===== config.mk =====
export PLATFORM = sky130hd
export DESIGN_NAME = systolic_row
export DESIGN_NICKNAME = d
export VERILOG_FILES = /design/src/design/sa_pkg.sv /design/src/design/systolic_row.sv /design/src/design/mac_pe.sv /design/src/design/drum_encoder.sv
export VERILOG_INCLUDE_DIRS = /design/src /design/src/design
export SDC_FILE = /design/constraint.sdc
export NUM_CORES = 1
export LEC_CHECK = 0
export ABC_AREA = 0
export BUFFER_PORTS_ARGS = -buffer_cell sky130_fd_sc_hd__buf_4
export CAP_MARGIN = 0
export CORE_UTILIZATION = 45
export CTS_BUF_LIST = sky130_fd_sc_hd__clkbuf_4 sky130_fd_sc_hd__clkbuf_8
export DETAILED_ROUTE_END_ITERATION = 10
export HOLD_SLACK_MARGIN = 0.08
export PLACE_DENSITY = 0.6
export SYNTH_ARGS = -nofsm -noshare
export SYNTH_HDL_FRONTEND = slang
export SYNTH_HIERARCHICAL = 1
export SYNTH_SLANG_ARGS = --single-unit

===== constraint.sdc =====
create_clock -name i_clk -period 14 [get_ports i_clk]
set_input_delay 2.8 -clock i_clk [delete_from_list [all_inputs] [get_ports i_clk]]
set_output_delay 2.8 -clock i_clk [all_outputs]
set_load 0.03 [all_outputs]

===== src/design/sa_defs.svh =====
`ifndef SA_DEFS_SVH
`define SA_DEFS_SVH

// Row geometry
`define SA_N        3                   // Elements per row
`define SA_M        3                   // Rows in the full array

// Operand widths
`define SA_DW       8                   // Pixel width
`define SA_WW       8                   // Weight width

// Product width plus headroom for M partial sums down a column
`define SA_ACC_W    (`SA_DW + `SA_WW + $clog2(`SA_M))

// DRUM operand encoding
`define SA_MANT_W   4                   // Mantissa width
`define SA_SHAMT_W  3                   // Shift amount width

`endif

===== src/design/sa_pkg.sv =====
`include "sa_defs.svh"

package sa_pkg;

    //////////////////////////////////////////////////
    // Data words of the row
    //////////////////////////////////////////////////

    typedef logic [`SA_DW-1:0]    pixel_t;      // One pixel
    typedef logic [`SA_WW-1:0]    weight_t;     // One weight
    typedef logic [`SA_ACC_W-1:0] acc_t;        // One accumulator

    // DRUM pair padded to a full pixel word
    typedef struct packed {
        logic [`SA_SHAMT_W-1:0]                     shamt;  // Leading one minus three
        logic [`SA_MANT_W-1:0]                      mant;   // Rounded top bits
        logic [`SA_DW-`SA_SHAMT_W-`SA_MANT_W-1:0]   pad;    // Always zero
    } drum_pair_t;

    //////////////////////////////////////////////////
    // Word moving along the row
    //////////////////////////////////////////////////

    // Read plain in exact mode and as a pair in DRUM mode
    typedef union packed {
        pixel_t     plain;
        drum_pair_t pair;
    } operand_word_u;

endpackage


===== src/design/systolic_row.sv =====
`timescale 1ns/10ps
`include "sa_defs.svh"

module systolic_row (
    input  logic                          i_clk,
    input  logic                          i_rst_n,
    input  logic                          i_approx,       // Static mode level
    input  sa_pkg::pixel_t                i_pixel,        // Enters element 0
    input  logic [`SA_N*`SA_WW-1:0]       i_weight,       // Element n at slice n
    input  logic [`SA_N-1:0]              i_clear,        // One strobe per element
    output logic [`SA_N*`SA_ACC_W-1:0]    o_acc_result,   // Element n at slice n
    output logic [`SA_DW-1:0]             o_pass_pixel,   // Word leaving the last element
    output logic [`SA_N*`SA_WW-1:0]       o_pass_weight   // Registered weight bus
);

    sa_pkg::drum_pair_t    pixel_pair;                    // Encoded entering pixel
    sa_pkg::operand_word_u entry_word;
    sa_pkg::operand_word_u operand_chain [`SA_N+1];       // Index n feeds element n

    //////////////////////////////////////////////////
    // Entering operand word
    //////////////////////////////////////////////////

    drum_encoder u_pixel_enc (
        .i_value (i_pixel),
        .o_pair  (pixel_pair)
    );

    always_comb begin
        entry_word.plain = i_pixel;
        if (i_approx) begin
            entry_word.pair = pixel_pair;   // Same bits read as a pair downstream
        end
    end

    assign operand_chain[0] = entry_word;

    //////////////////////////////////////////////////
    // Element chain
    //////////////////////////////////////////////////

    genvar n;
    generate
        for (n = 0; n < `SA_N; n++) begin : g_pe
            mac_pe u_mac_pe (
                .i_clk      (i_clk),
                .i_rst_n    (i_rst_n),
                .i_approx   (i_approx),
                .i_operand  (operand_chain[n]),
                .i_weight   (i_weight[n*`SA_WW +: `SA_WW]),
                .i_clear    (i_clear[n]),
                .o_operand  (operand_chain[n+1]),
                .o_weight   (o_pass_weight[n*`SA_WW +: `SA_WW]),
                .o_acc      (o_acc_result[n*`SA_ACC_W +: `SA_ACC_W])
            );
        end
    endgenerate

    // N edges after entry
    assign o_pass_pixel = operand_chain[`SA_N].plain;

endmodule


===== src/design/mac_pe.sv =====
`timescale 1ns/10ps
`include "sa_defs.svh"

module mac_pe (
    input  logic                  i_clk,
    input  logic                  i_rst_n,
    input  logic                  i_approx,     // High selects DRUM
    input  sa_pkg::operand_word_u i_operand,    // From the previous element
    input  sa_pkg::weight_t       i_weight,
    input  logic                  i_clear,      // Loads zero into the accumulator
    output sa_pkg::operand_word_u o_operand,    // To the next element
    output sa_pkg::weight_t       o_weight,     // Registered weight
    output sa_pkg::acc_t          o_acc
);

    localparam int PROD_W = `SA_DW + `SA_WW;

    sa_pkg::drum_pair_t         w_pair;         // Weight in DRUM form
    logic [2*`SA_MANT_W-1:0]    mant_prod;
    logic [`SA_SHAMT_W:0]       shift_sum;
    logic [PROD_W-1:0]          exact_prod;
    logic [PROD_W-1:0]          approx_prod;
    logic [PROD_W-1:0]          product;
    sa_pkg::acc_t               acc_q;

    drum_encoder u_weight_enc (
        .i_value (i_weight),
        .o_pair  (w_pair)
    );

    //////////////////////////////////////////////////
    // Two-mode multiplier
    //////////////////////////////////////////////////

    assign exact_prod = i_operand.plain * i_weight;

    // DRUM product is mantissa times mantissa scaled back up
    assign mant_prod = i_operand.pair.mant * w_pair.mant;
    assign shift_sum = {1'b0, i_operand.pair.shamt} + {1'b0, w_pair.shamt};

    assign approx_prod = {{(PROD_W - 2*`SA_MANT_W){1'b0}}, mant_prod} << shift_sum;

    assign product = i_approx ? approx_prod : exact_prod;

    //////////////////////////////////////////////////
    // Pass registers
    //////////////////////////////////////////////////

    always_ff @(posedge i_clk or negedge i_rst_n) begin
        if (!i_rst_n) begin
            o_operand <= '0;
            o_weight  <= '0;
        end else begin
            o_operand <= i_operand;     // One element per clock
            o_weight  <= i_weight;
        end
    end

    //////////////////////////////////////////////////
    // Accumulator
    //////////////////////////////////////////////////

    // Wraps modulo 2**SA_ACC_W
    always_ff @(posedge i_clk or negedge i_rst_n) begin
        if (!i_rst_n) begin
            acc_q <= '0;
        end else if (i_clear) begin
            acc_q <= '0;
        end else begin
            acc_q <= acc_q + {{(`SA_ACC_W - PROD_W){1'b0}}, product};
        end
    end

    assign o_acc = acc_q;

endmodule


===== src/design/drum_encoder.sv =====
`timescale 1ns/10ps
`include "sa_defs.svh"

module drum_encoder (
    input  sa_pkg::pixel_t     i_value,        // Unsigned operand
    output sa_pkg::drum_pair_t o_pair          // Shift and mantissa
);

    logic [`SA_SHAMT_W-1:0] lead_pos;           // Position of the leading one
    logic [`SA_SHAMT_W-1:0] shamt;              // Bits dropped below the mantissa
    logic [`SA_DW-1:0]      shifted;            // Operand aligned to the mantissa

    // Priority scan where the highest set bit wins
    always_comb begin
        lead_pos = '0;
        for (int i = 0; i < `SA_DW; i++) begin
            if (i_value[i]) begin
                lead_pos = `SA_SHAMT_W'(i);
            end
        end
    end

    assign shamt   = lead_pos - `SA_SHAMT_W'(`SA_MANT_W - 1);
    assign shifted = i_value >> shamt;

    always_comb begin
        o_pair.pad = '0;
        if (lead_pos < `SA_SHAMT_W'(`SA_MANT_W)) begin
            // Small values fit the mantissa as they are
            o_pair.shamt = '0;
            o_pair.mant  = i_value[`SA_MANT_W-1:0];
        end else begin
            o_pair.shamt = shamt;
            o_pair.mant  = {shifted[`SA_MANT_W-1:1], 1'b1};  // Unbiased rounding bit
        end
    end

endmodule


==> Word-level counts from Yosys, hierarchy flattened <==
Index checks and enable logic that the tools add are counted.
{ "totals": {"regBits": 102, "in_bits": 38, "output_inout_bits": 86, "elab_cells": 75} }
{ "op_classes": {"add_sub_neg": 10, "multipliers": 6, "n_lt_le_gt_ge": 4, "shifts": 7, "muxes": 39} }
{ "ops": {"columns": ["cell", "n"], "rows": [
  ["$mux W3", 22],
  ["$add A18 B16 Y18", 3],
  ["$mux W18", 3],
  ["$mul A8 B8 Y16", 3],
  ["$mux W16", 3],
  ["$shl A8 B4 Y16", 3],
  ["$shr A8 B3 Y4", 4],
  ["$mux W7", 4],
  ["$mul A4 B4 Y8", 3],
  ["$add A3 B3 Y4", 3],
  ["$lt A3 B3 Y1 const B", 4],
  ["$sub A3 B2 Y3 const B", 4],
  ["$mux W8", 1],
  ["$mux W1", 4],
  ["$mux W2", 2]
]} }

==> Depth between registers and ports, before layout <==
{ "depth": {"word_depth": 16, "depth_mapped": 34} }

==> Hierarchy <==
The synthesis kept the hierarchy.
{ "by_module_without_submodules": {"columns": ["module", "instances", "cells_each", "area_per_inst_um2", "seq_area_each_um2"], "rows": [
  ["mac_pe at g_pe[2].u_mac_pe", 1, 577, 5051.1, 850.8],
  ["mac_pe at g_pe[0].u_mac_pe", 1, 574, 5026.1, 850.8],
  ["mac_pe at g_pe[1].u_mac_pe", 1, 565, 5007.3, 850.8],
  ["drum_encoder", 4, 51, 346.6, 0.0],
  ["systolic_row", 1, 9, 131.4, 0.0]
]} }

==> Least setup slack after synthesis <==
No wires, ideal clock.
{ "synth_path": {"path_kind": "input port to flip-flop", "from": "input port i_pixel[6]", "to": "register g_pe[0].u_mac_pe.acc_q[16]", "setup_ns": 0.125, "arrival_ns": 9.590, "required_time_ns": 13.875, "slack_ns": 4.285, "path_stages": 32, "n_path_buf": 3, "path_cell_list": "nor2b_2 buf_6 a21oi_1 ha_1 clkbuf_1 nor2_1 mux2_1 nor2_1 o21ai_1 mux2_4 clkbuf_1 and2_1 fa_1 fa_1 fa_1 inv_1 fa_1 inv_1 ha_1 nor4_1 o21ai_0 nand2_1 xnor2_1 nor2_1 a31oi_1 ha_1 nand3_1 nor3_1 o31a_1 o41a_1 a221oi_2 mux2_2"} }
{ "synth_lines": {"columns": ["item", "line_no", "rtl"], "rows": [
  ["start: declaration", "systolic_row.sv:8", "input sa_pkg::pixel_t i_pixel,"],
  ["end signal: assignment", "mac_pe.sv:70", "acc_q <= acc_q + {{(`SA_ACC_W - PROD_W){1'b0}}, product};"],
  ["end: declaration", "mac_pe.sv:24", "sa_pkg::acc_t acc_q;"]
]} }

==> run_results.csv <==
group,metric,value,unit
floorplanning,die_x,193.9,um
critical_path,max_stage_delay,0.55,ns
sta,worst_hold_slack,0.6002,ns
layout,nets,2378,
pwr,power_leakage,0.008717,uW
critical_path,cp.arrival,10.39,ns
sta,rsz0062_at_grt,"false",
critical_path,r2r_slack,7.61,ns
flow_run,drv_cap,0,
sta,slew_violations,0,
critical_path,crit_top_cell,"fa_1",
yosys,ys.warnings.count,6,
clocking,worst_skew_pair.late_latency,0.43,ns
drt,antenna_left,0,
layout,fillers,3467,
critical_path,cp-end-kind,"flop",
drt,firstDrtPassIters,5,
placement,placed_cells,2455,
floorplanning,io_pins,124,
drt,finalWirelength,43.00,mm
clocking,cts_resized,0,
yosys,syn_nets,2296,
sta,fin_skew,0.01431,ns
drt,vias,14100,
drt,viasPerCell,5.706,
clocking,cts_root_buf,"clkbuf_8",
clocking,htree_levels,3,
layout,multiInputGateArea,13030,um^2
clocking,numCtsBuffers,9,
sta,hold_violations,0,
grt,antenna_found_initial,0,
status,outcome,"finished clean",
yosys,netlist_area,16570,um^2
floorplanning,initial_core_util,46.13,%
sta,fin_crit,10.06,ns
grt,grt_max_degree,64,
pwr,vdd_drop_max,0.1357,mV
drt,wl_per_cell,17.40,um
critical_path,cp_max_fo,13,
critical_path,worstSetupPathType,"in2reg",
drt,drt_iter0_drc,900,
layout,drive_gt1_share,10.65,%
layout,instances_no_fill,2471,
layout,diodes,0,
drt,route.detailed.drc,0,
placement,hpwl,33.03,mm
sta,relSlewSlack,31.08,%
floorplanning,rows,69,
clocking,clock_path_buffers,2,
sta,fin_crit_sh,71.84,%
layout,ff_latch_area,2552,um^2
pwr,powerDensity,194.3,nW/um^2
layout,syn_to_final_growth,8.722,%
sta,max_slew.worst_pin.slew,1.026,ns
clocking,postCtsSetupBuffers,0,
grt,grt_usage,23.05,%
clocking,cts_tree,"done",
clocking,clkSinkCount,102,
clocking,clk_pin_slew,0.12,ns
grt,grt_overflow,0,
grt,grt_pass1_wl,70.64,mm
sta,setup_viol,0,
critical_path,startpoint_type,"primary input",
floorplanning,dieArea,37590,um^2
critical_path,worst_ep_required_time,14.33,ns
floorplanning,die_y,193.9,um
grt,grt_pass1_vias,13740,
critical_path,slowest_stage,"fa_1",
hold_path,min_path_type,"reg2reg",
yosys,syn_inst,1923,
sta,fmax,99.42,MHz
placement,place.gp.congestion,0.8983,
placement,io_buffers,123,
floorplanning,core,35910,um^2
clocking,postCtsHoldBufs,0,
sta,tns,0,ns
yosys,avgSynthCellArea,8.616,um^2
-- per-layer routing --
| metal | vias to the layer above | global-route usage [%] | routed length [um] |
|---|---|---|---|
| met5 | - | 0 | 0 |
| met4 | 0 | 4.850 | 630 |
| met3 | 37 | 3.183 | 1727 |
| met2 | 319 | 38.99 | 20680 |
| met1 | 6876 | 31.32 | 19960 |
| li1 | 6868 | - | - |
-- state kept, by name, summed over array words and instances, names as in the netlist --
name / flops
g_pe.u_mac_pe/o_acc: 54
g_pe.u_mac_pe/o_operand: 24
g_pe.u_mac_pe/o_weight: 24
-- power breakdown --
part / internal [uW] / switching (uW)
combinational: 1190 / 1670
sequential: 364 / 72.2
clock: 70.5 / 127
total: 1630 / 1870
-- through the flow --
stage | instance area, um^2 | power, uW | setup slack [ns] | util (%)
floorplan | 16570 | 2613 | 4.285 | -
global placement | 17830 | 3260 | 3.623 | 49.66
detailed placement | 17830 | 3285 | 3.496 | 49.66
CTS | 18010 | 3516 | 3.971 | 50.16
global route | 18010 | 3873 | 3.482 | 50.16
finish | 18010 | 3500 | 3.942 | 50.16
-- critical path: cells and delay by family --
kind | cells | cell delay [ns]
AOI/OAI and AO/OA | 9 | 1.99
xor gates and xnor gates | 1 | 0.22
adders and majority gates | 7 | 3.14
buffers and inverters | 3 | 0.24
muxes | 3 | 0.96
and+or+nand+nor | 7 | 1.03
-- cells in the final DEF (no fill, tap or decap), drive strengths merged, types with 19 or more instances in the layout --
cell / instances
nor3: 32
buf: 125
a21o: 43
o22ai: 24
nand2: 120
o21bai: 19
dfrtp: 102
nor2: 150
inv: 198
a21oi: 85
xnor2: 38
nand2b: 19
a211oi: 32
nor2b: 44
mux2: 28
and2: 201
ha: 209
fa: 126
o21ai: 95
nand3: 29
o211ai: 19
-- final cells by class --
cell class | count | share of cell area (%)
clock buffer | 11 | 0.7710
clock inverter | 5 | 0.2292
sequential | 102 | 14.17
multi-input combinational | 1570 | 72.31
timing repair buffer | 125 | 5.209
tap | 461 | 3.202
inverter | 197 | 4.105
-- final timing paths --
kind                       cells past startpoint                       endpoint                           from
min in group asynchronous                      1   g_pe[1].u_mac_pe/o_weight[2]                        i_rst_n
setup reg to reg                              20     g_pe[1].u_mac_pe/o_acc[16]  g_pe[0].u_mac_pe/o_operand[1]
max in group asynchronous                      2   g_pe[2].u_mac_pe/o_weight[4]                        i_rst_n
hold / removal                                 0  g_pe[1].u_mac_pe/o_operand[7]  g_pe[0].u_mac_pe/o_operand[7]
setup / recovery                              30     g_pe[0].u_mac_pe/o_acc[16]                     i_pixel[5]
hold reg to reg                                0  g_pe[1].u_mac_pe/o_operand[7]  g_pe[0].u_mac_pe/o_operand[7]
Note: power is estimated with default switching activity, not from simulation.
